[src/aluPkg.sv]
`default_nettype none

package aluPkg;

    localparam int NumLanes   = 4;
    localparam int DataWidth  = 32;
    localparam int ShamtWidth = 5;  // shift amount comes from b[4:0]

    // bit 3 is the modifier, bits 2:0 pick the result source
    typedef enum logic [3:0] {
        opAdd   = 4'b0000,
        opSub   = 4'b1000,
        opSll   = 4'b0001,
        opSlt   = 4'b0010,
        opSltu  = 4'b1010,
        opPassB = 4'b0011,
        opXor   = 4'b0100,
        opSrl   = 4'b0101,
        opSra   = 4'b1101,
        opOr    = 4'b0110,
        opAnd   = 4'b0111
    } aluOp_e;

    // encoding matches the low three bits of the opcode
    typedef enum logic [2:0] {
        selAdder      = 3'b000,
        selShiftLeft  = 3'b001,
        selSetLess    = 3'b010,
        selOperandB   = 3'b011,
        selLogicXor   = 3'b100,
        selShiftRight = 3'b101,
        selLogicOr    = 3'b110,
        selLogicAnd   = 3'b111
    } resultSel_e;

endpackage

`default_nettype wire

[src/barrelShifter.sv]
`timescale 1ns/1ps
`default_nettype none

module barrelShifter (
    input  wire logic [aluPkg::DataWidth-1:0]  din,
    input  wire logic [aluPkg::ShamtWidth-1:0] shamt,
    input  wire logic                          shiftRight,
    input  wire logic                          shiftArith,
    output logic [aluPkg::DataWidth-1:0]       shifted
);

    logic [aluPkg::DataWidth-1:0] stage [aluPkg::ShamtWidth+1];
    logic                         fill;

    function automatic logic [aluPkg::DataWidth-1:0] bitReverse(
        input logic [aluPkg::DataWidth-1:0] value
    );
        logic [aluPkg::DataWidth-1:0] rev;
        for (int i = 0; i < aluPkg::DataWidth; i++) begin
            rev[i] = value[aluPkg::DataWidth-1-i];
        end
        return rev;
    endfunction

    // left shifts reuse the right-shift network on the reversed word
    assign stage[0] = shiftRight ? din : bitReverse(din);
    assign fill     = shiftRight & shiftArith & din[aluPkg::DataWidth-1];

    for (genvar lvl = 0; lvl < aluPkg::ShamtWidth; lvl++) begin : gLevel
        assign stage[lvl+1] = shamt[lvl]
            ? {{(1 << lvl){fill}}, stage[lvl][aluPkg::DataWidth-1:(1 << lvl)]}
            : stage[lvl];
    end

    assign shifted = shiftRight ? stage[aluPkg::ShamtWidth]
                                : bitReverse(stage[aluPkg::ShamtWidth]);  // undo the reversal

endmodule

`default_nettype wire

[src/opDecoder.sv]
`timescale 1ns/1ps
`default_nettype none

module opDecoder (
    input  wire logic                                           clk,
    input  wire logic                                           reset,
    input  wire logic                                           inValid,
    input  wire aluPkg::aluOp_e                                 op,
    input  wire logic [aluPkg::NumLanes*aluPkg::DataWidth-1:0]  inA,
    input  wire logic [aluPkg::NumLanes*aluPkg::DataWidth-1:0]  inB,
    output logic                                                decValid,
    output logic [aluPkg::NumLanes*aluPkg::DataWidth-1:0]       decA,
    output logic [aluPkg::NumLanes*aluPkg::DataWidth-1:0]       decB,
    output aluPkg::resultSel_e                                  resultSel,
    output logic                                                subtract,
    output logic                                                shiftRight,
    output logic                                                shiftArith,
    output logic                                                unsignedCmp
);

    aluPkg::resultSel_e nextSel;
    logic               nextSubtract;
    logic               nextShiftRight;
    logic               nextShiftArith;
    logic               nextUnsigned;

    always_comb begin
        nextSel        = aluPkg::resultSel_e'(op[2:0]);  // unknown codes fall back to the low bits
        nextSubtract   = 1'b0;
        nextShiftRight = 1'b0;
        nextShiftArith = 1'b0;
        nextUnsigned   = 1'b0;
        case (op)
            aluPkg::opSub,
            aluPkg::opSlt: begin
                nextSubtract = 1'b1;  // compares run through the adder as a - b
            end
            aluPkg::opSltu: begin
                nextSubtract = 1'b1;
                nextUnsigned = 1'b1;
            end
            aluPkg::opSrl: begin
                nextShiftRight = 1'b1;
            end
            aluPkg::opSra: begin
                nextShiftRight = 1'b1;
                nextShiftArith = 1'b1;
            end
            default: begin
            end
        endcase
    end

    // one control word is registered here and shared by every lane
    always_ff @(posedge clk) begin
        if (reset) begin
            decValid    <= 1'b0;
            decA        <= '0;
            decB        <= '0;
            resultSel   <= aluPkg::selAdder;
            subtract    <= 1'b0;
            shiftRight  <= 1'b0;
            shiftArith  <= 1'b0;
            unsignedCmp <= 1'b0;
        end else begin
            decValid <= inValid;
            if (inValid) begin
                decA        <= inA;
                decB        <= inB;
                resultSel   <= nextSel;
                subtract    <= nextSubtract;
                shiftRight  <= nextShiftRight;
                shiftArith  <= nextShiftArith;
                unsignedCmp <= nextUnsigned;
            end
        end
    end

endmodule

`default_nettype wire

[src/aluLane.sv]
`timescale 1ns/1ps
`default_nettype none

module aluLane (
    input  wire logic                         clk,
    input  wire logic                         reset,
    input  wire logic                         decValid,
    input  wire logic [aluPkg::DataWidth-1:0] a,
    input  wire logic [aluPkg::DataWidth-1:0] b,
    input  wire aluPkg::resultSel_e           resultSel,
    input  wire logic                         subtract,
    input  wire logic                         shiftRight,
    input  wire logic                         shiftArith,
    input  wire logic                         unsignedCmp,
    output logic [aluPkg::DataWidth-1:0]      laneResult,
    output logic                              laneLess,
    output logic                              laneZero,
    output logic                              laneDone
);

    localparam int Msb = aluPkg::DataWidth - 1;

    logic [aluPkg::DataWidth-1:0] bOperand;
    logic [aluPkg::DataWidth-1:0] sum;
    logic                         carryOut;
    logic                         overflow;
    logic                         less;
    logic                         zero;
    logic [aluPkg::DataWidth-1:0] shifterOut;
    logic [aluPkg::DataWidth-1:0] result;

    // invert b and carry in one to get a - b
    assign bOperand          = b ^ {aluPkg::DataWidth{subtract}};
    assign {carryOut, sum}   = {1'b0, a} + {1'b0, bOperand} + {{aluPkg::DataWidth{1'b0}}, subtract};
    assign overflow          = (a[Msb] == bOperand[Msb]) && (a[Msb] != sum[Msb]);
    assign zero              = ~(|sum);
    assign less              = unsignedCmp ? ~carryOut : (sum[Msb] ^ overflow);  // no borrow means a >= b

    barrelShifter shifter_inst (
        .din        (a),
        .shamt      (b[aluPkg::ShamtWidth-1:0]),
        .shiftRight (shiftRight),
        .shiftArith (shiftArith),
        .shifted    (shifterOut)
    );

    always_comb begin
        case (resultSel)
            aluPkg::selAdder:      result = sum;
            aluPkg::selShiftLeft:  result = shifterOut;
            aluPkg::selSetLess:    result = {{Msb{1'b0}}, less};
            aluPkg::selOperandB:   result = b;
            aluPkg::selLogicXor:   result = a ^ b;
            aluPkg::selShiftRight: result = shifterOut;  // direction already set by shiftRight
            aluPkg::selLogicOr:    result = a | b;
            aluPkg::selLogicAnd:   result = a & b;
            default:               result = sum;
        endcase
    end

    always_ff @(posedge clk) begin
        if (reset) begin
            laneDone   <= 1'b0;
            laneResult <= '0;
            laneLess   <= 1'b0;
            laneZero   <= 1'b0;
        end else begin
            laneDone <= decValid;
            if (decValid) begin
                laneResult <= result;
                laneLess   <= less;
                laneZero   <= zero;
            end
        end
    end

endmodule

`default_nettype wire

[src/laneCollector.sv]
`timescale 1ns/1ps
`default_nettype none

module laneCollector (
    input  wire logic                                          clk,
    input  wire logic                                          reset,
    input  wire logic [aluPkg::NumLanes*aluPkg::DataWidth-1:0] laneResult,
    input  wire logic [aluPkg::NumLanes-1:0]                   laneLess,
    input  wire logic [aluPkg::NumLanes-1:0]                   laneZero,
    input  wire logic [aluPkg::NumLanes-1:0]                   laneDone,
    output logic                                               outValid,
    output logic [aluPkg::NumLanes*aluPkg::DataWidth-1:0]      outResult,
    output logic [aluPkg::NumLanes-1:0]                        lessMask,
    output logic [aluPkg::NumLanes-1:0]                        zeroMask,
    output logic                                               allZero
);

    logic allDone;

    // lanes run in lockstep, so all of them finish on the same edge
    assign allDone = &laneDone;

    always_ff @(posedge clk) begin
        if (reset) begin
            outValid  <= 1'b0;
            outResult <= '0;
            lessMask  <= '0;
            zeroMask  <= '0;
            allZero   <= 1'b0;
        end else begin
            outValid <= allDone;
            if (allDone) begin
                outResult <= laneResult;
                lessMask  <= laneLess;
                zeroMask  <= laneZero;
                allZero   <= &laneZero;  // after sub this is a whole-vector equal compare
            end
        end
    end

endmodule

`default_nettype wire

[src/simdAlu.sv]
`timescale 1ns/1ps
`default_nettype none

module simdAlu (
    input  wire logic                                          clk,
    input  wire logic                                          reset,
    input  wire logic                                          inValid,
    input  wire aluPkg::aluOp_e                                op,
    input  wire logic [aluPkg::NumLanes*aluPkg::DataWidth-1:0] inA,
    input  wire logic [aluPkg::NumLanes*aluPkg::DataWidth-1:0] inB,
    output logic                                               outValid,
    output logic [aluPkg::NumLanes*aluPkg::DataWidth-1:0]      outResult,
    output logic [aluPkg::NumLanes-1:0]                        lessMask,
    output logic [aluPkg::NumLanes-1:0]                        zeroMask,
    output logic                                               allZero
);

    logic                                          decValid;
    logic [aluPkg::NumLanes*aluPkg::DataWidth-1:0] decA;
    logic [aluPkg::NumLanes*aluPkg::DataWidth-1:0] decB;
    aluPkg::resultSel_e                            resultSel;
    logic                                          subtract;
    logic                                          shiftRight;
    logic                                          shiftArith;
    logic                                          unsignedCmp;

    logic [aluPkg::NumLanes*aluPkg::DataWidth-1:0] laneResult;
    logic [aluPkg::NumLanes-1:0]                   laneLess;
    logic [aluPkg::NumLanes-1:0]                   laneZero;
    logic [aluPkg::NumLanes-1:0]                   laneDone;

    opDecoder opDecoder_inst (
        .clk         (clk),
        .reset       (reset),
        .inValid     (inValid),
        .op          (op),
        .inA         (inA),
        .inB         (inB),
        .decValid    (decValid),
        .decA        (decA),
        .decB        (decB),
        .resultSel   (resultSel),
        .subtract    (subtract),
        .shiftRight  (shiftRight),
        .shiftArith  (shiftArith),
        .unsignedCmp (unsignedCmp)
    );

    // every lane sees the same control word and its own operand slice
    for (genvar lane = 0; lane < aluPkg::NumLanes; lane++) begin : gLane
        aluLane aluLane_inst (
            .clk         (clk),
            .reset       (reset),
            .decValid    (decValid),
            .a           (decA[lane*aluPkg::DataWidth +: aluPkg::DataWidth]),
            .b           (decB[lane*aluPkg::DataWidth +: aluPkg::DataWidth]),
            .resultSel   (resultSel),
            .subtract    (subtract),
            .shiftRight  (shiftRight),
            .shiftArith  (shiftArith),
            .unsignedCmp (unsignedCmp),
            .laneResult  (laneResult[lane*aluPkg::DataWidth +: aluPkg::DataWidth]),
            .laneLess    (laneLess[lane]),
            .laneZero    (laneZero[lane]),
            .laneDone    (laneDone[lane])
        );
    end

    laneCollector laneCollector_inst (
        .clk        (clk),
        .reset      (reset),
        .laneResult (laneResult),
        .laneLess   (laneLess),
        .laneZero   (laneZero),
        .laneDone   (laneDone),
        .outValid   (outValid),
        .outResult  (outResult),
        .lessMask   (lessMask),
        .zeroMask   (zeroMask),
        .allZero    (allZero)
    );

endmodule

`default_nettype wire

[config.mk]
export PLATFORM = sky130hd
export DESIGN_NAME = simdAlu
export DESIGN_NICKNAME = d
export VERILOG_FILES = /design/src/aluPkg.sv /design/src/barrelShifter.sv /design/src/opDecoder.sv /design/src/aluLane.sv /design/src/laneCollector.sv /design/src/simdAlu.sv
export SDC_FILE = /design/constraint.sdc
export NUM_CORES = 2
export LEC_CHECK = 0
export BUFFER_PORTS_ARGS = -buffer_cell sky130_fd_sc_hd__buf_2
export CORE_ASPECT_RATIO = 0.5
export CORE_UTILIZATION = 40
export CTS_CLUSTER_DIAMETER = 30
export CTS_CLUSTER_SIZE = 16
export DETAILED_ROUTE_END_ITERATION = 10
export HOLD_SLACK_MARGIN = 0.15
export PLACE_DENSITY = 0.59
export SYNTH_ARGS = -nofsm -noshare
export SYNTH_HDL_FRONTEND = slang
export SYNTH_HIERARCHICAL = 1
export SYNTH_SLANG_ARGS = --single-unit
[constraint.sdc]
create_clock -name clk -period 11.15 [get_ports clk]
set_clock_uncertainty 0.15 [all_clocks]
set_input_delay 2.23 -clock clk [delete_from_list [all_inputs] [get_ports clk]]
set_output_delay 2.23 -clock clk [all_outputs]
set_load 0.03 [all_outputs]
==> impl_metrics.yaml <==
pwr:
  power.switching_w: 0.002629
  power_density_nw_per_um2: 121.8
  combPwrFrac_pct: 28.4
  swShare_pct: 36.71
  internal_power_w: 0.004533
  p_leak_nw: 24.27
  irDropWorstVdd_mv: 0.1260
  seq_power_share_pct: 31.1
  p_clk_share_pct: 40.4
logic_synthesis:
  ys_async_sr_fraction_pct: 0
  ys_seq_elements: 542
  synth_ff_type: "dfxtp_1"
  synth_edf_count: 0
  yosysSeqAreaShare_pct: 20.20
  avgSynthCellArea_um2: 8.014
  syn_inst: 6702
  synth-warning-count: 6
  syn_area_um2: 53710
  synth.distinct_cells: 109
  syn_nets: 7353
place:
  dp_slack_ns: 5.292
  dp_hpwl_mm: 160.9
  dpl.cell_count: 8504
  port_buffers: 400
  routabilityCongestion: 1.010
floorplan:
  dieHeight_um: 261.1
  dieWidth_um: 520.2
  num_rows: 94
  initial_utilization_pct: 40.59
  ios: 401
  die-area_um2: 135800
  core_area_um2: 132300
critical_path:
  endpoint_kind: "flop"
  critPathLaunch: "opDecoder_inst/subtract"
  cp_max_fo: 50
  r2r-end: "gLane[0].aluLane_inst/laneZero"
  path_cells: "buf_4, mux2_2, inv_1, fa_1, nor2b_1, o21ai_1, mux2_4, or4_1, or4_1, nor4_1, nand4_1, nor4_1, or4b_1, o21ai_1"
  slowest_stage: "dfxtp_4"
  crit_family: "simple AND/OR/NAND/NOR gates"
  reg2reg_depth: 14
  cp_num_cells: 14
  start_kind: "flop"
  crit_path_max_incr_delay_ns: 0.96
  worst-path-buf-inv: 2
  crit_arrival_ns: 6.43
  path_class: "reg2reg"
  critical_path_required_ns: 11.65
  cp-endpoint: "gLane[0].aluLane_inst/laneZero"
  r2r_start: "opDecoder_inst/subtract"
  regToRegSetupSlack_ns: 5.22
detailed_routing:
  first_pass_iters: 9
  wirelength_mm: 217.7
  drtAntennaViolNets: 0
  drc: 0
  drt_iter0_drc: 5962
  via_per_inst: 6.154
  vias: 53400
  avgRoutedWirePerCell_um: 25.09
timing:
  setup_slack_ns: 5.220
  timing.fmax_mhz: 168.6
  setup_viol: 0
  worst_pin_slew_ns: 1.287
  hold_viol: 0
  fin_crit_ns: 5.930
  slew_viol_final: 0
  timing.final.crit_share_pct: 53.19
  rsz0062_at_grt: "no"
  maxSlewHeadroom_pct: 13.90
  finalSetupTns_ns: 0
global_route:
  grt_usage_pct: 30.82
  grt_pass1_vias: 48970
  grt_start_max_net_pins: 125
  grt.overflow.total: 0
  grt_pass1_wl_mm: 322.1
  grt_antenna_before_repair: 18
final_layout:
  final_nets: 7468
  final_cell_mix: "nand2_1, nor2_1, a21oi_1"
  layout.cells.most_common: "nand2_1"
  post_route_cells_drive_above_1_share_pct: 14.92
  fin_cells: 8677
  syn_to_final_growth_pct: 9.464
cts:
  htreeDepth: 3
  cts_setup_buffers: 0
  cts_max_path_buffers: 3
  clock_sinks: 542
  clk_pin_slew_worst_paths_ns: 0.07
  cts_root_buf: "clkbuf_16"
  cts_resized: 0
  cts_tree: "built"
  postCtsHoldBufs: 0
  numCtsBuffers: 87
  insertion_delay_ns: 0.73
min_path:
  worstHoldPathType: "reg2reg"
job:
  maxCapViolCount: 0
run_status:
  run_status: "finished, final reports clean"
power groups by stage:
stage               registers, W  clock network (W)  logic [W]
floorplan                0.00217                  0    0.00144
global placement         0.00227                  0    0.00198
detailed placement       0.00227                  0    0.00197
CTS                      0.00223            0.00296    0.00198
global route             0.00224            0.00305    0.00219
finish                   0.00223            0.00290    0.00204
logic make-up (layout without fill, tap and decap cells):
| group | after synthesis | count (layout) | share of synthesized area [%] |
|---|---|---|---|
| muxes | 769 | 769 | 17.77 |
| and+or+nand+nor | 2003 | 2003 | 16.74 |
| DFF | 542 | 542 | 20.20 |
| AOI/OAI and AO/OA | 1902 | 1902 | 23.57 |
| adders and majority gates | 388 | 388 | 9.094 |
| other | 0 | 10 | 0 |
| xor gates and xnor gates | 232 | 232 | 3.783 |
| buffers and inverters | 866 | 1055 | 8.838 |
worst reg2reg max path: cells and delay by family, from the launching register on:
family	cells	cell delay (ns)
simple gates	7	2.57
flops	1	0.96
compound gates	2	0.20
buf+inv	2	0.91
mux	2	0.68
fa+ha+maj	1	0.42
registers in the layout (all words and copies together) (netlist names):
name                           count
gLane.aluLane_inst/laneDone        4
gLane.aluLane_inst/laneResult    128
laneCollector_inst/zeroMask        4
opDecoder_inst/shiftRight          1
opDecoder_inst/decValid            1
opDecoder_inst/resultSel           3
laneCollector_inst/lessMask        4
opDecoder_inst/decB              128
opDecoder_inst/decA              128
gLane.aluLane_inst/laneLess        4
laneCollector_inst/outValid        1
gLane.aluLane_inst/laneZero        4
opDecoder_inst/shiftArith          1
laneCollector_inst/allZero         1
opDecoder_inst/unsignedCmp         1
laneCollector_inst/outResult     128
opDecoder_inst/subtract            1
per-stage QoR:
step / hold slack (ns) / instance area, um2 / util, % / total power, W
detailed placement: 0.2856 / 55610 / 42.03 / 0.004240
global route: 0.3180 / 58790 / 44.43 / 0.007474
global placement: 0.2912 / 55610 / 42.03 / 0.004247
floorplan: 0.2654 / 53710 / - / 0.003606
finish: 0.2772 / 58800 / 44.44 / 0.007163
CTS: 0.2889 / 58770 / 44.42 / 0.007168
final cells by class:
| cell class | count | area (um2) |
|---|---|---|
| multi-input combinational | 5294 | 38140 |
| antenna | 10 | 25.02 |
| inverter | 365 | 1370 |
| fill | 13440 | 73520 |
| clock buffer | 100 | 2328 |
| tap | 1776 | 2222 |
| sequential | 542 | 10900 |
| timing repair buffer | 527 | 2988 |
| clock inverter | 63 | 828.3 |
worst min path at each step:
stage	from	to	slack, ns	cells past startpoint
floorplan	gLane[0].aluLane_inst/laneResult[24]	gLane[0].aluLane_inst/laneResult[24]	0.27	2
global placement	gLane[3].aluLane_inst/laneResult[21]	laneCollector_inst/outResult[117]	0.29	2
detailed placement	gLane[0].aluLane_inst/laneResult[24]	gLane[0].aluLane_inst/laneResult[24]	0.29	2
CTS	gLane[3].aluLane_inst/laneResult[7]	laneCollector_inst/outResult[103]	0.29	2
global route	laneCollector_inst/outResult[67]	laneCollector_inst/outResult[67]	0.32	2
finish	gLane[3].aluLane_inst/laneResult[7]	laneCollector_inst/outResult[103]	0.28	2
synth_stat cells (68+ instances only):
cell / n / area (um2)
a211oi_1: 106 / 795.8
a21oi_1: 572 / 2863
a221oi_1: 88 / 770.7
a22oi_1: 76 / 570.6
buf_2: 68 / 340.3
clkbuf_1: 268 / 1006
dfxtp_1: 542 / 10850
ha_1: 384 / 4805
inv_1: 354 / 1329
mux2i_1: 536 / 5365
mux4_2: 116 / 2613
nand2_1: 786 / 2950
nand3_1: 109 / 545.5
nor2_1: 612 / 2297
nor3_1: 91 / 455.4
o211ai_1: 82 / 615.6
o21ai_0: 297 / 1486
o22ai_1: 77 / 481.7
xor2_1: 167 / 1463
metal layers:
| layer | vias up | track usage (%) | wire length, um |
|---|---|---|---|
| met5 | - | 0 | 13 |
| met4 | 2 | 14.06 | 10650 |
| met3 | 481 | 5.288 | 17450 |
| met2 | 2562 | 48.11 | 95520 |
| met1 | 25690 | 41.56 | 94080 |
| li1 | 24660 | - | - |
Power figures use the tool's default switching activity.
